`src/verilog/cdb_pkg.sv`:
```
package cdb_pkg;

	//////////////////////////////////////////////////////////////////////
	// widths
	//////////////////////////////////////////////////////////////////////

	localparam int data_w = 32;
	// 16 result tags
	localparam int tag_w = 4;

	//////////////////////////////////////////////////////////////////////
	// latencies, counted in rising edges including the accepting one
	//////////////////////////////////////////////////////////////////////

	localparam int lat_alu = 2;
	localparam int lat_mul = 4;

	// the longest unit sets the reservation depth
	localparam int rsv_depth = lat_mul;

	//////////////////////////////////////////////////////////////////////
	// encodings
	//////////////////////////////////////////////////////////////////////

	typedef enum logic[1:0] {
		OP_ADD = 2'b00,
		OP_SUB = 2'b01,
		OP_MUL = 2'b10
	} op_t;

	// owner of a reserved bus slot
	typedef enum logic {
		SRC_ALU = 1'b0,
		SRC_MUL = 1'b1
	} src_t;

endpackage

```
`src/verilog/cdb_sched.sv`:
```
module cdb_sched (
	input logic clk,
	input logic rst_n,
	input logic issue_valid,
	input cdb_pkg::op_t issue_op,
	input logic[cdb_pkg::tag_w-1:0] issue_tag,
	input logic[cdb_pkg::data_w-1:0] issue_a,
	input logic[cdb_pkg::data_w-1:0] issue_b,
	input logic in_valid,
	input logic[cdb_pkg::tag_w-1:0] in_tag,
	input logic[cdb_pkg::data_w-1:0] in_data,
	input logic[cdb_pkg::data_w-1:0] alu_result,
	input logic[cdb_pkg::tag_w-1:0] alu_tag_out,
	input logic[cdb_pkg::data_w-1:0] mul_result,
	input logic[cdb_pkg::tag_w-1:0] mul_tag_out,
	output logic issue_ready,
	output logic in_ready,
	output logic alu_start,
	output logic alu_sub,
	output logic mul_start,
	output logic[cdb_pkg::tag_w-1:0] unit_tag,
	output logic[cdb_pkg::data_w-1:0] unit_a,
	output logic[cdb_pkg::data_w-1:0] unit_b,
	output logic cdb_valid,
	output logic[cdb_pkg::tag_w-1:0] cdb_tag,
	output logic[cdb_pkg::data_w-1:0] cdb_data
);
	import cdb_pkg::*;

	//////////////////////////////////////////////////////////////////////
	// reservation slots
	//////////////////////////////////////////////////////////////////////

	// slot k holds the result due k cycles from now, slot 0 owns the bus
	logic[rsv_depth-1:0] rsv_valid;
	logic[rsv_depth-1:0] rsv_valid_nxt;
	src_t rsv_src [rsv_depth];
	src_t rsv_src_nxt [rsv_depth];

	logic is_mul;
	logic in_accept;

	//////////////////////////////////////////////////////////////////////
	// issue decode and acceptance
	//////////////////////////////////////////////////////////////////////

	assign is_mul = issue_op == OP_MUL;

	// mul lands past every slot in use, add/sub needs its slot free
	assign issue_ready = is_mul || !rsv_valid[lat_alu];

	assign alu_start = issue_valid && issue_ready && !is_mul;
	assign alu_sub   = issue_op == OP_SUB;
	assign mul_start = issue_valid && issue_ready && is_mul;

	// both units read the same operand lines
	assign unit_tag = issue_tag;
	assign unit_a   = issue_a;
	assign unit_b   = issue_b;

	//////////////////////////////////////////////////////////////////////
	// slot shift and marking
	//////////////////////////////////////////////////////////////////////

	always_comb begin
		for (int k = 0; k < rsv_depth - 1; k++) begin
			rsv_valid_nxt[k] = rsv_valid[k+1];
			rsv_src_nxt[k]   = rsv_src[k+1];
		end
		rsv_valid_nxt[rsv_depth-1] = 1'b0;
		rsv_src_nxt[rsv_depth-1]   = SRC_MUL;

		// new entry sits one below its latency after this edge
		if (alu_start) begin
			rsv_valid_nxt[lat_alu-1] = 1'b1;
			rsv_src_nxt[lat_alu-1]   = SRC_ALU;
		end
		if (mul_start) begin
			rsv_valid_nxt[lat_mul-1] = 1'b1;
			rsv_src_nxt[lat_mul-1]   = SRC_MUL;
		end
	end

	always_ff @(posedge clk or negedge rst_n) begin
		if (!rst_n) begin
			rsv_valid <= '0;
		end else begin
			rsv_valid <= rsv_valid_nxt;
		end
	end

	always_ff @(posedge clk) begin
		rsv_src <= rsv_src_nxt;
	end

	//////////////////////////////////////////////////////////////////////
	// bus output
	//////////////////////////////////////////////////////////////////////

	// input path fills cycles no unit owns
	assign in_ready  = !rsv_valid[0];
	assign in_accept = in_valid && in_ready;

	assign cdb_valid = rsv_valid[0] || in_accept;

	always_comb begin
		if (!rsv_valid[0]) begin
			cdb_tag  = in_tag;
			cdb_data = in_data;
		end else if (rsv_src[0] == SRC_ALU) begin
			cdb_tag  = alu_tag_out;
			cdb_data = alu_result;
		end else begin
			cdb_tag  = mul_tag_out;
			cdb_data = mul_result;
		end
	end

endmodule

```
`src/verilog/alu_pipe.sv`:
```
module alu_pipe (
	input logic clk,
	input logic rst_n,
	input logic alu_start,
	input logic alu_sub,
	input logic[cdb_pkg::tag_w-1:0] unit_tag,
	input logic[cdb_pkg::data_w-1:0] unit_a,
	input logic[cdb_pkg::data_w-1:0] unit_b,
	output logic[cdb_pkg::data_w-1:0] alu_result,
	output logic[cdb_pkg::tag_w-1:0] alu_tag_out
);
	import cdb_pkg::*;

	logic s1_vld;
	logic[data_w-1:0] s1_result;
	logic[tag_w-1:0] s1_tag;

	always_ff @(posedge clk or negedge rst_n) begin
		if (!rst_n) begin
			s1_vld <= 1'b0;
		end else begin
			s1_vld <= alu_start;
		end
	end

	// stage 1, wraps at 32 bits
	always_ff @(posedge clk) begin
		if (alu_start) begin
			if (alu_sub) begin
				s1_result <= unit_a - unit_b;
			end else begin
				s1_result <= unit_a + unit_b;
			end
			s1_tag <= unit_tag;
		end
	end

	// stage 2 drives the bus candidate
	always_ff @(posedge clk) begin
		if (s1_vld) begin
			alu_result  <= s1_result;
			alu_tag_out <= s1_tag;
		end
	end

endmodule

```
`src/verilog/mul_pipe.sv`:
```
module mul_pipe (
	input logic clk,
	input logic rst_n,
	input logic mul_start,
	input logic[cdb_pkg::tag_w-1:0] unit_tag,
	input logic[cdb_pkg::data_w-1:0] unit_a,
	input logic[cdb_pkg::data_w-1:0] unit_b,
	output logic[cdb_pkg::data_w-1:0] mul_result,
	output logic[cdb_pkg::tag_w-1:0] mul_tag_out
);
	import cdb_pkg::*;

	// halves of the operands
	logic[data_w/2-1:0] a_lo;
	logic[data_w/2-1:0] a_hi;
	logic[data_w/2-1:0] b_lo;
	logic[data_w/2-1:0] b_hi;

	logic[3:1] vld;

	logic[data_w-1:0] s1_ll;
	logic[data_w/2-1:0] s1_hl;
	logic[data_w/2-1:0] s1_lh;
	logic[tag_w-1:0] s1_tag;

	logic[data_w-1:0] s2_ll;
	logic[data_w/2-1:0] s2_cross;
	logic[tag_w-1:0] s2_tag;

	logic[data_w-1:0] s3_prod;
	logic[tag_w-1:0] s3_tag;

	assign a_lo = unit_a[data_w/2-1:0];
	assign a_hi = unit_a[data_w-1:data_w/2];
	assign b_lo = unit_b[data_w/2-1:0];
	assign b_hi = unit_b[data_w-1:data_w/2];

	always_ff @(posedge clk or negedge rst_n) begin
		if (!rst_n) begin
			vld <= '0;
		end else begin
			vld <= {vld[2:1], mul_start};
		end
	end

	// stage 1, partial products; the high cross terms only need low halves
	always_ff @(posedge clk) begin
		if (mul_start) begin
			s1_ll  <= a_lo * b_lo;
			s1_hl  <= a_hi * b_lo;
			s1_lh  <= a_lo * b_hi;
			s1_tag <= unit_tag;
		end
	end

	// stage 2, sum the cross terms
	always_ff @(posedge clk) begin
		if (vld[1]) begin
			s2_ll    <= s1_ll;
			s2_cross <= s1_hl + s1_lh;
			s2_tag   <= s1_tag;
		end
	end

	// stage 3, low product bits
	always_ff @(posedge clk) begin
		if (vld[2]) begin
			s3_prod <= s2_ll + {s2_cross, {(data_w/2){1'b0}}};
			s3_tag  <= s2_tag;
		end
	end

	// stage 4
	always_ff @(posedge clk) begin
		if (vld[3]) begin
			mul_result  <= s3_prod;
			mul_tag_out <= s3_tag;
		end
	end

endmodule

```
`src/verilog/cdb_top.sv`:
```
module cdb_top (
	input logic clk,
	input logic rst_n,
	input logic issue_valid,
	input cdb_pkg::op_t issue_op,
	input logic[cdb_pkg::tag_w-1:0] issue_tag,
	input logic[cdb_pkg::data_w-1:0] issue_a,
	input logic[cdb_pkg::data_w-1:0] issue_b,
	input logic in_valid,
	input logic[cdb_pkg::tag_w-1:0] in_tag,
	input logic[cdb_pkg::data_w-1:0] in_data,
	output logic issue_ready,
	output logic in_ready,
	output logic cdb_valid,
	output logic[cdb_pkg::tag_w-1:0] cdb_tag,
	output logic[cdb_pkg::data_w-1:0] cdb_data
);
	import cdb_pkg::*;

	// scheduler to units
	logic alu_start;
	logic alu_sub;
	logic mul_start;
	logic[tag_w-1:0] unit_tag;
	logic[data_w-1:0] unit_a;
	logic[data_w-1:0] unit_b;

	// unit results
	logic[data_w-1:0] alu_result;
	logic[tag_w-1:0] alu_tag_out;
	logic[data_w-1:0] mul_result;
	logic[tag_w-1:0] mul_tag_out;

	cdb_sched cdb_sched (
		.clk,
		.rst_n,
		.issue_valid,
		.issue_op,
		.issue_tag,
		.issue_a,
		.issue_b,
		.in_valid,
		.in_tag,
		.in_data,
		.alu_result,
		.alu_tag_out,
		.mul_result,
		.mul_tag_out,
		.issue_ready,
		.in_ready,
		.alu_start,
		.alu_sub,
		.mul_start,
		.unit_tag,
		.unit_a,
		.unit_b,
		.cdb_valid,
		.cdb_tag,
		.cdb_data
	);

	alu_pipe alu_pipe (
		.clk,
		.rst_n,
		.alu_start,
		.alu_sub,
		.unit_tag,
		.unit_a,
		.unit_b,
		.alu_result,
		.alu_tag_out
	);

	mul_pipe mul_pipe (
		.clk,
		.rst_n,
		.mul_start,
		.unit_tag,
		.unit_a,
		.unit_b,
		.mul_result,
		.mul_tag_out
	);

endmodule

```
`config.mk`:
```
export PLATFORM = sky130hd
export DESIGN_NAME = cdb_top
export DESIGN_NICKNAME = d
export VERILOG_FILES = /design/src/verilog/cdb_pkg.sv /design/src/verilog/cdb_sched.sv /design/src/verilog/alu_pipe.sv /design/src/verilog/mul_pipe.sv /design/src/verilog/cdb_top.sv
export SDC_FILE = /design/constraint.sdc
export NUM_CORES = 2
export LEC_CHECK = 0
export ABC_AREA = 1
export BUFFER_PORTS_ARGS = -buffer_cell sky130_fd_sc_hd__buf_2
export CORE_UTILIZATION = 59
export CTS_BUF_LIST = sky130_fd_sc_hd__clkbuf_8
export DETAILED_ROUTE_END_ITERATION = 16
export GPL_ROUTABILITY_DRIVEN = 0
export PLACE_DENSITY = 0.9
export SYNTH_ARGS = -nofsm -noshare
export SYNTH_HDL_FRONTEND = slang
export SYNTH_SLANG_ARGS = --single-unit
export TNS_END_PERCENT = 30
```
`constraint.sdc`:
```
create_clock -name clk -period 3.7 [get_ports clk]
set_input_delay 0.925 -clock clk [delete_from_list [all_inputs] [get_ports clk]]
set_output_delay 0.925 -clock clk [all_outputs]
set_load 0.02 [all_outputs]
```
==> results of run 1 <==
## per-stage QoR
| step | instances | TNS [ns] | area [µm²] | worst slack [ns] | utilization [%] |
|---|---|---|---|---|---|
| 2_1_floorplan | 3569 | -85.43 | 32000 | -1.99 | - |
| 3_3_place_gp | 4743 | -109.55 | 36000 | -2.36 | 71.5 |
| 3_5_place_dp | 4743 | -120.83 | 36000 | -2.62 | 71.5 |
| 4_1_cts | 4842 | -64.98 | 38100 | -1.78 | 75.5 |
## synth_stat cells (2+ instances only)
library cell / count
sky130_fd_sc_hd__nor4_1: 4
sky130_fd_sc_hd__nand3_1: 101
sky130_fd_sc_hd__dfxtp_1: 2
sky130_fd_sc_hd__a21oi_1: 125
sky130_fd_sc_hd__buf_1: 23
sky130_fd_sc_hd__a21o_1: 15
sky130_fd_sc_hd__o21bai_1: 8
sky130_fd_sc_hd__o2111ai_1: 7
sky130_fd_sc_hd__xor2_1: 100
sky130_fd_sc_hd__o21ai_1: 7
sky130_fd_sc_hd__edfxtp_1: 264
sky130_fd_sc_hd__nand3_2: 4
sky130_fd_sc_hd__o31ai_1: 4
sky130_fd_sc_hd__buf_2: 25
sky130_fd_sc_hd__nand2_2: 2
sky130_fd_sc_hd__nor2_1: 148
sky130_fd_sc_hd__buf_4: 2
sky130_fd_sc_hd__xnor2_1: 47
sky130_fd_sc_hd__clkbuf_1: 81
sky130_fd_sc_hd__a31oi_1: 9
sky130_fd_sc_hd__nand4_1: 17
sky130_fd_sc_hd__nand3b_1: 10
sky130_fd_sc_hd__nor2_2: 3
sky130_fd_sc_hd__nand2_1: 916
sky130_fd_sc_hd__or2_2: 5
sky130_fd_sc_hd__dfrtp_1: 6
sky130_fd_sc_hd__o21a_1: 3
sky130_fd_sc_hd__o21ai_2: 3
sky130_fd_sc_hd__inv_1: 849
sky130_fd_sc_hd__nor2_4: 2
sky130_fd_sc_hd__o21ai_0: 116
sky130_fd_sc_hd__buf_6: 4
sky130_fd_sc_hd__o211ai_1: 5
sky130_fd_sc_hd__fa_1: 357
sky130_fd_sc_hd__nor3_1: 15
sky130_fd_sc_hd__inv_2: 2
sky130_fd_sc_hd__ha_1: 265
## routing by layer
metal,GRT usage [%],GRT overflow
met1,60.7,7
met5,32.5,0
met4,57.9,86
met2,75.0,132
met3,48.8,4
## timing repair
item	CTS
setup buffers	31
resized for setup	269
hold endpoints to repair	0
setup endpoints to repair	70
pin swaps	110
gates cloned	2
## cell families after synthesis
logic type | count (synthesis) | synth area share (%)
fa+ha+maj | 622 | 34.5
flops | 272 | 26.8
xor+xnor | 147 | 4.25
simple gates | 1230 | 16.3
compound gates | 311 | 5.72
buf+inv | 987 | 12.4
==> summary.md, run 1 <==
The run stopped with a tool error. Failing step: global routing (5_1_grt). The tool reported: "[ERROR GRT-0116] Global routing finished with congestion. Check the congestion regions in the DRC Viewer".

Row generation in the floorplan step produced 82 rows. Counting flops and latches in the post-synthesis netlist gives 272. The synthesized netlist occupies a cell area of 30300 µm². The run gives 61.0% as the global-route usage over all layers. The biggest area consumer among synthesized cells was sky130_fd_sc_hd__edfxtp_1. In this run the deepest clock path goes through 3 buffers. The run gives 0 as the hold buffer count at cts. The chip width was 229 µm. The number of I/O port buffers came out at 148.

Top-level I/O count: 149. The CTS buffer count was 41; the synthesized area per cell was 8.49 µm². Once the floorplan was initialized, standard cells occupied 60.2% of the core. Counting every net in the synthesized netlist gives 4301. For this run, the number of Yosys warnings is 0.

For this design, the sink count on the clock tree is 272. Of the post-synthesis cell area, the dominant cell type holds 26.2%. The via count of the first global-routing pass is 37300. Global routing finished with a remaining overflow of 229. The number of different library cells in the post-synthesis netlist is 50, and the count of flip-flops with a built-in enable after synthesis is 264. Yosys attributes the largest share of cell area to sky130_fd_sc_hd__edfxtp_1, sky130_fd_sc_hd__fa_1, sky130_fd_sc_hd__nand2_1, sky130_fd_sc_hd__ha_1, sky130_fd_sc_hd__inv_1.

Entering global routing, the biggest net connects 41 pins. The half-perimeter wire length of the detailed placement result was 82600 µm; the sequential area share after synthesis was 26.8%. The first global-routing pass estimated 237000 µm of wire. For this run, the leading register cell type out of synthesis is sky130_fd_sc_hd__edfxtp_1. The CTS H-tree depth was 2; the die height was 229 µm.

Synthesis produced a netlist whose cell count is 3569. The root buffer cell is sky130_fd_sc_hd__clkbuf_8. In the synthesized netlist the async set-or-reset flop fraction comes to 2.21%.
==> run 2: changes to the inputs <==
Settings changed: CORE_UTILIZATION 59 to 40, CTS_BUF_LIST sky130_fd_sc_hd__clkbuf_8 to default, PLACE_DENSITY 0.9 to default, PLACE_DENSITY_LB_ADDON from default to 0.15.
Clock period 3.7 ns to 4.8 ns, I/O delays scaled along.
==> run 2 against run 1 <==
The flow now finishes, with violations (setup timing). Synthesized area stayed put. Synthesized cell count stayed put.
==> summary.md, run 2 <==
The flow ran to the end, but the final reports show violations. The final reports fail on setup timing. The CTS H-tree depth is 1, and the share of the core filled with cells is 50.5%. The number of rows in the core area was 100. Dividing the detail-routed wire length by the instance count gives 17.8 µm. The cell sitting at the root of the clock tree is a sky130_fd_sc_hd__clkbuf_16.

VDD sags by at most 0.00121 V. The logs give 3 for the maximum root-to-sink buffer count and -1.75 ns for the pre-CTS setup slack. On the worst path, the slowest cell contributes a delay of 0.54 ns.

For the power spent charging and discharging nets, the log shows 13.9 mW. Counting every net in the synthesized netlist gives 4301. The chip width works out to 277 µm.

The overflow left after global routing was 0. The detailed-route vias per instance was 4.82. The full die area was 76900 µm². By instance count, the cell type seen most on the critical path is sky130_fd_sc_hd__fa_1.

For the count of max-cap constraint violations, the log shows 0. The first detailed-routing pass ran for 5 iterations. The hold violation count in the final report is 0. The final design instance area without fill was 37800 µm²; the total of flip-flops plus latches after synthesis was 272. In the global route stage, overall resource usage came out at 23.5%. After the last flow step, the layout net total stands at 4793.

The final worst-path setup slack is -0.907 ns, and the detailed-route via count is 24400. The biggest area consumer among synthesized cells is sky130_fd_sc_hd__edfxtp_1. In the finished design, the share of the clock period the worst path needs comes to 119%. Traced cell by cell, the critical path runs through buf_12 -> buf_12 -> buf_8 -> nand2_2 -> inv_2 -> fa_1 -> fa_1 -> fa_1 -> fa_1 -> fa_1 -> inv_1 -> fa_1 -> inv_2 -> ha_4 -> nand2_4 -> inv_4 -> nand2_4 -> nor3_4 -> nand4_1 -> nand3_2 -> nand2_1 -> nand2_2 -> xor2_2. Combinational cells account for 80.2% of the total power. Pin count of the biggest net entering global routing: 70. The tools report the initial antenna violation count as 1. Sorting the synthesized cells by how often they occur yields sky130_fd_sc_hd__nand2_1, sky130_fd_sc_hd__inv_1, sky130_fd_sc_hd__fa_1.

Among all flip-flop cells after synthesis, the most frequent one is sky130_fd_sc_hd__edfxtp_1. TritonCTS built the clock tree. Synthesis produced 3569 cells.

The clock network is responsible for 6.9% of the overall power. The worst setup path is of the input pin to flop kind. Setup repair after global routing could not meet its margin everywhere. Once placement finished, the instance area stood at 35400 µm². Latest clock arrival within the worst-skew pair: 0.57 ns.

Clock skew on the completed layout was measured at 0.0165 ns. The post-CTS clock slew at the launch and capture registers of the worst setup and hold paths is 0.07 ns, and the number of nets with antenna violations after routing is 0. The final max-slew violation count was 0; the sequential area share after synthesis was 26.8%. After detailed routing, the total wire length is 90100 µm.

Setup violations remaining at the end of the flow were counted as 40. Number of diodes: 0. The highest net fanout along the worst path was 5; the via count of the first global-routing pass was 24200. Of the total power, registers draw 12.9%. The count of flip-flops with a built-in enable after synthesis was 264.

In the routed design, unresolved DRC markers number 0. For the sum of negative setup slack, the log shows -23.07 ns. By area the synthesized netlist is led by sky130_fd_sc_hd__edfxtp_1, sky130_fd_sc_hd__fa_1, sky130_fd_sc_hd__nand2_1, sky130_fd_sc_hd__ha_1, sky130_fd_sc_hd__inv_1. Cells with a size suffix above 1 make up 21.2% of the layout. The cell area after technology mapping was 30300 µm².

At the pin with the least slew margin, the transition time is 0.895 ns. In the layout the commonest cells are sky130_fd_sc_hd__nand2_1, sky130_fd_sc_hd__inv_1, sky130_fd_sc_hd__buf_4. The min-delay analysis places its worst path in the category flop to flop. The share of the synthesized area in the top cell type was 26.2%.

Counting every sink on the clock net gives 272. Hold buffer count at cts: 0. The library cell used most frequently in the layout, excluding fill and tap cells, is sky130_fd_sc_hd__nand2_1.

After legalization and detailed placement, the total HPWL measured 74900 µm. The async set-reset flop share out of synthesis came out at 2.21%. The kind of start point of the critical path is an input pin.

The area growth from synthesis to final layout works out to 24.5%. After layout, the design draws a total of 30.2 mW. The critical-path cell with the highest stage delay was sky130_fd_sc_hd__fa_1. The first global-routing pass estimated 138000 µm of wire. Net switching is 46.1% of the power. The run gives 74700 µm² as the core outline area. The number of I/O port buffers is 148, and the data required time of the worst path is 5.11 ns. The number of different library cells in the post-synthesis netlist was 50. The tools report the post-route worst hold slack as 0.343 ns. Cell internal power was estimated by the tool at 16.3 mW. The final critical path time including I/O delays and setup works out to 5.71 ns. Number of cells in the finished layout apart from fillers: 5053.

Including well taps, the total number of placed cells is 4975. The logs give 40.6% for the initial core utilization and 149 for the top-level I/O count. In this run, CTS created clock tree buffers numbering 29. The number of DRC markers after the initial detailed-route iteration is 1505.

Each instance of the synthesized netlist takes up on average 8.49 µm². From bottom edge to top edge, the die measures 277 µm. Measured against its own limit, the worst slew margin works out to 40.3%. The tools report the endpoint class of the critical path as a flop.

Dividing total power by cell area gives a power density of 800 nW/µm². The logs give 6.02 ns for the data arrival time at the worst-slack endpoint and 0 for the count of synthesis-stage warnings from yosys. The analysis attributes to cell leakage a power of 19.8 nW. The run gives 175 MHz as the maximum clock frequency. sky130_fd_sc_hd__nand2_1 is the most common cell in the netlist.
==> run 2: cell counts after synthesis <==
No cell type changed its count.
==> run 2: area by class of cell <==
class / count / area [µm²]
clock buffer: 40 / 787
clock inverter: 14 / 100
fill: 7083 / 36900
inverter: 852 / 3210
multi-input combinational: 2310 / 19400
sequential: 272 / 8120
tap: 969 / 1210
timing repair buffer: 596 / 4880
==> run 2: logic make-up after synthesis <==
kind of cell | share of synthesized area (%)
buffers and inverters | 12.4
flip-flops | 26.8
AND/OR/NAND/NOR | 16.3
XOR/XNOR | 4.25
adder cells (fa/ha/maj) | 34.5
AO/OA/AOI/OAI | 5.72
==> run 2: worst max-delay path, delay by kind of cell <==
family,cells,cell delay (ns)
xor gates and xnor gates,1,0.07
buffers and inverters,7,0.58
adders and majority gates,7,3.23
and+or+nand+nor,8,0.94
==> run 2: worst paths after layout <==
path	to	cells after the start	slack, ns	startpoint
max	mul_pipe.s1_ll[26]	23	-0.91	issue_a[6]
min	cdb_sched.rsv_src[3]	0	0.34	cdb_sched.rsv_src[2]
max reg2reg	mul_pipe.s3_prod[26]	9	2.62	mul_pipe.s2_ll[16]
min reg2reg	cdb_sched.rsv_src[3]	0	0.34	cdb_sched.rsv_src[2]
max in group asynchronous	mul_pipe.vld[1]	1	4.15	rst_n
min in group asynchronous	alu_pipe.s1_vld	1	0.47	rst_n
==> run 2: layer usage <==
layer,wire (µm),up-vias,track usage [%],part of all wire (%)
met5,0,-,0,0
met4,2170,0,5.46,2.4
met2,42900,615,39.6,48
met3,4530,95,1.63,5.0
li1,-,11800,-,-
met1,40500,11800,33.0,45
==> run 2: what timing repair did <==
| action | CTS | global route |
|---|---|---|
| setup buffers | 17 | 6 |
| setup endpoints to repair | 44 | 42 |
| gates cloned | 4 | 0 |
| pin swaps | 49 | 57 |
| gates resized for setup | 219 | 99 |
==> run 2: power by group through the flow <==
| stage | clock network (mW) | logic [mW] | registers (mW) |
|---|---|---|---|
| after floorplan | 0 | 11.7 | 3.82 |
| after global placement | 0 | 20.0 | 3.94 |
| after detailed placement | 0 | 19.9 | 3.95 |
| after CTS | 2.15 | 22.8 | 3.90 |
| after global routing | 2.23 | 26.5 | 3.92 |
| final | 2.09 | 24.2 | 3.89 |
(Power assumes the default switching activity.)
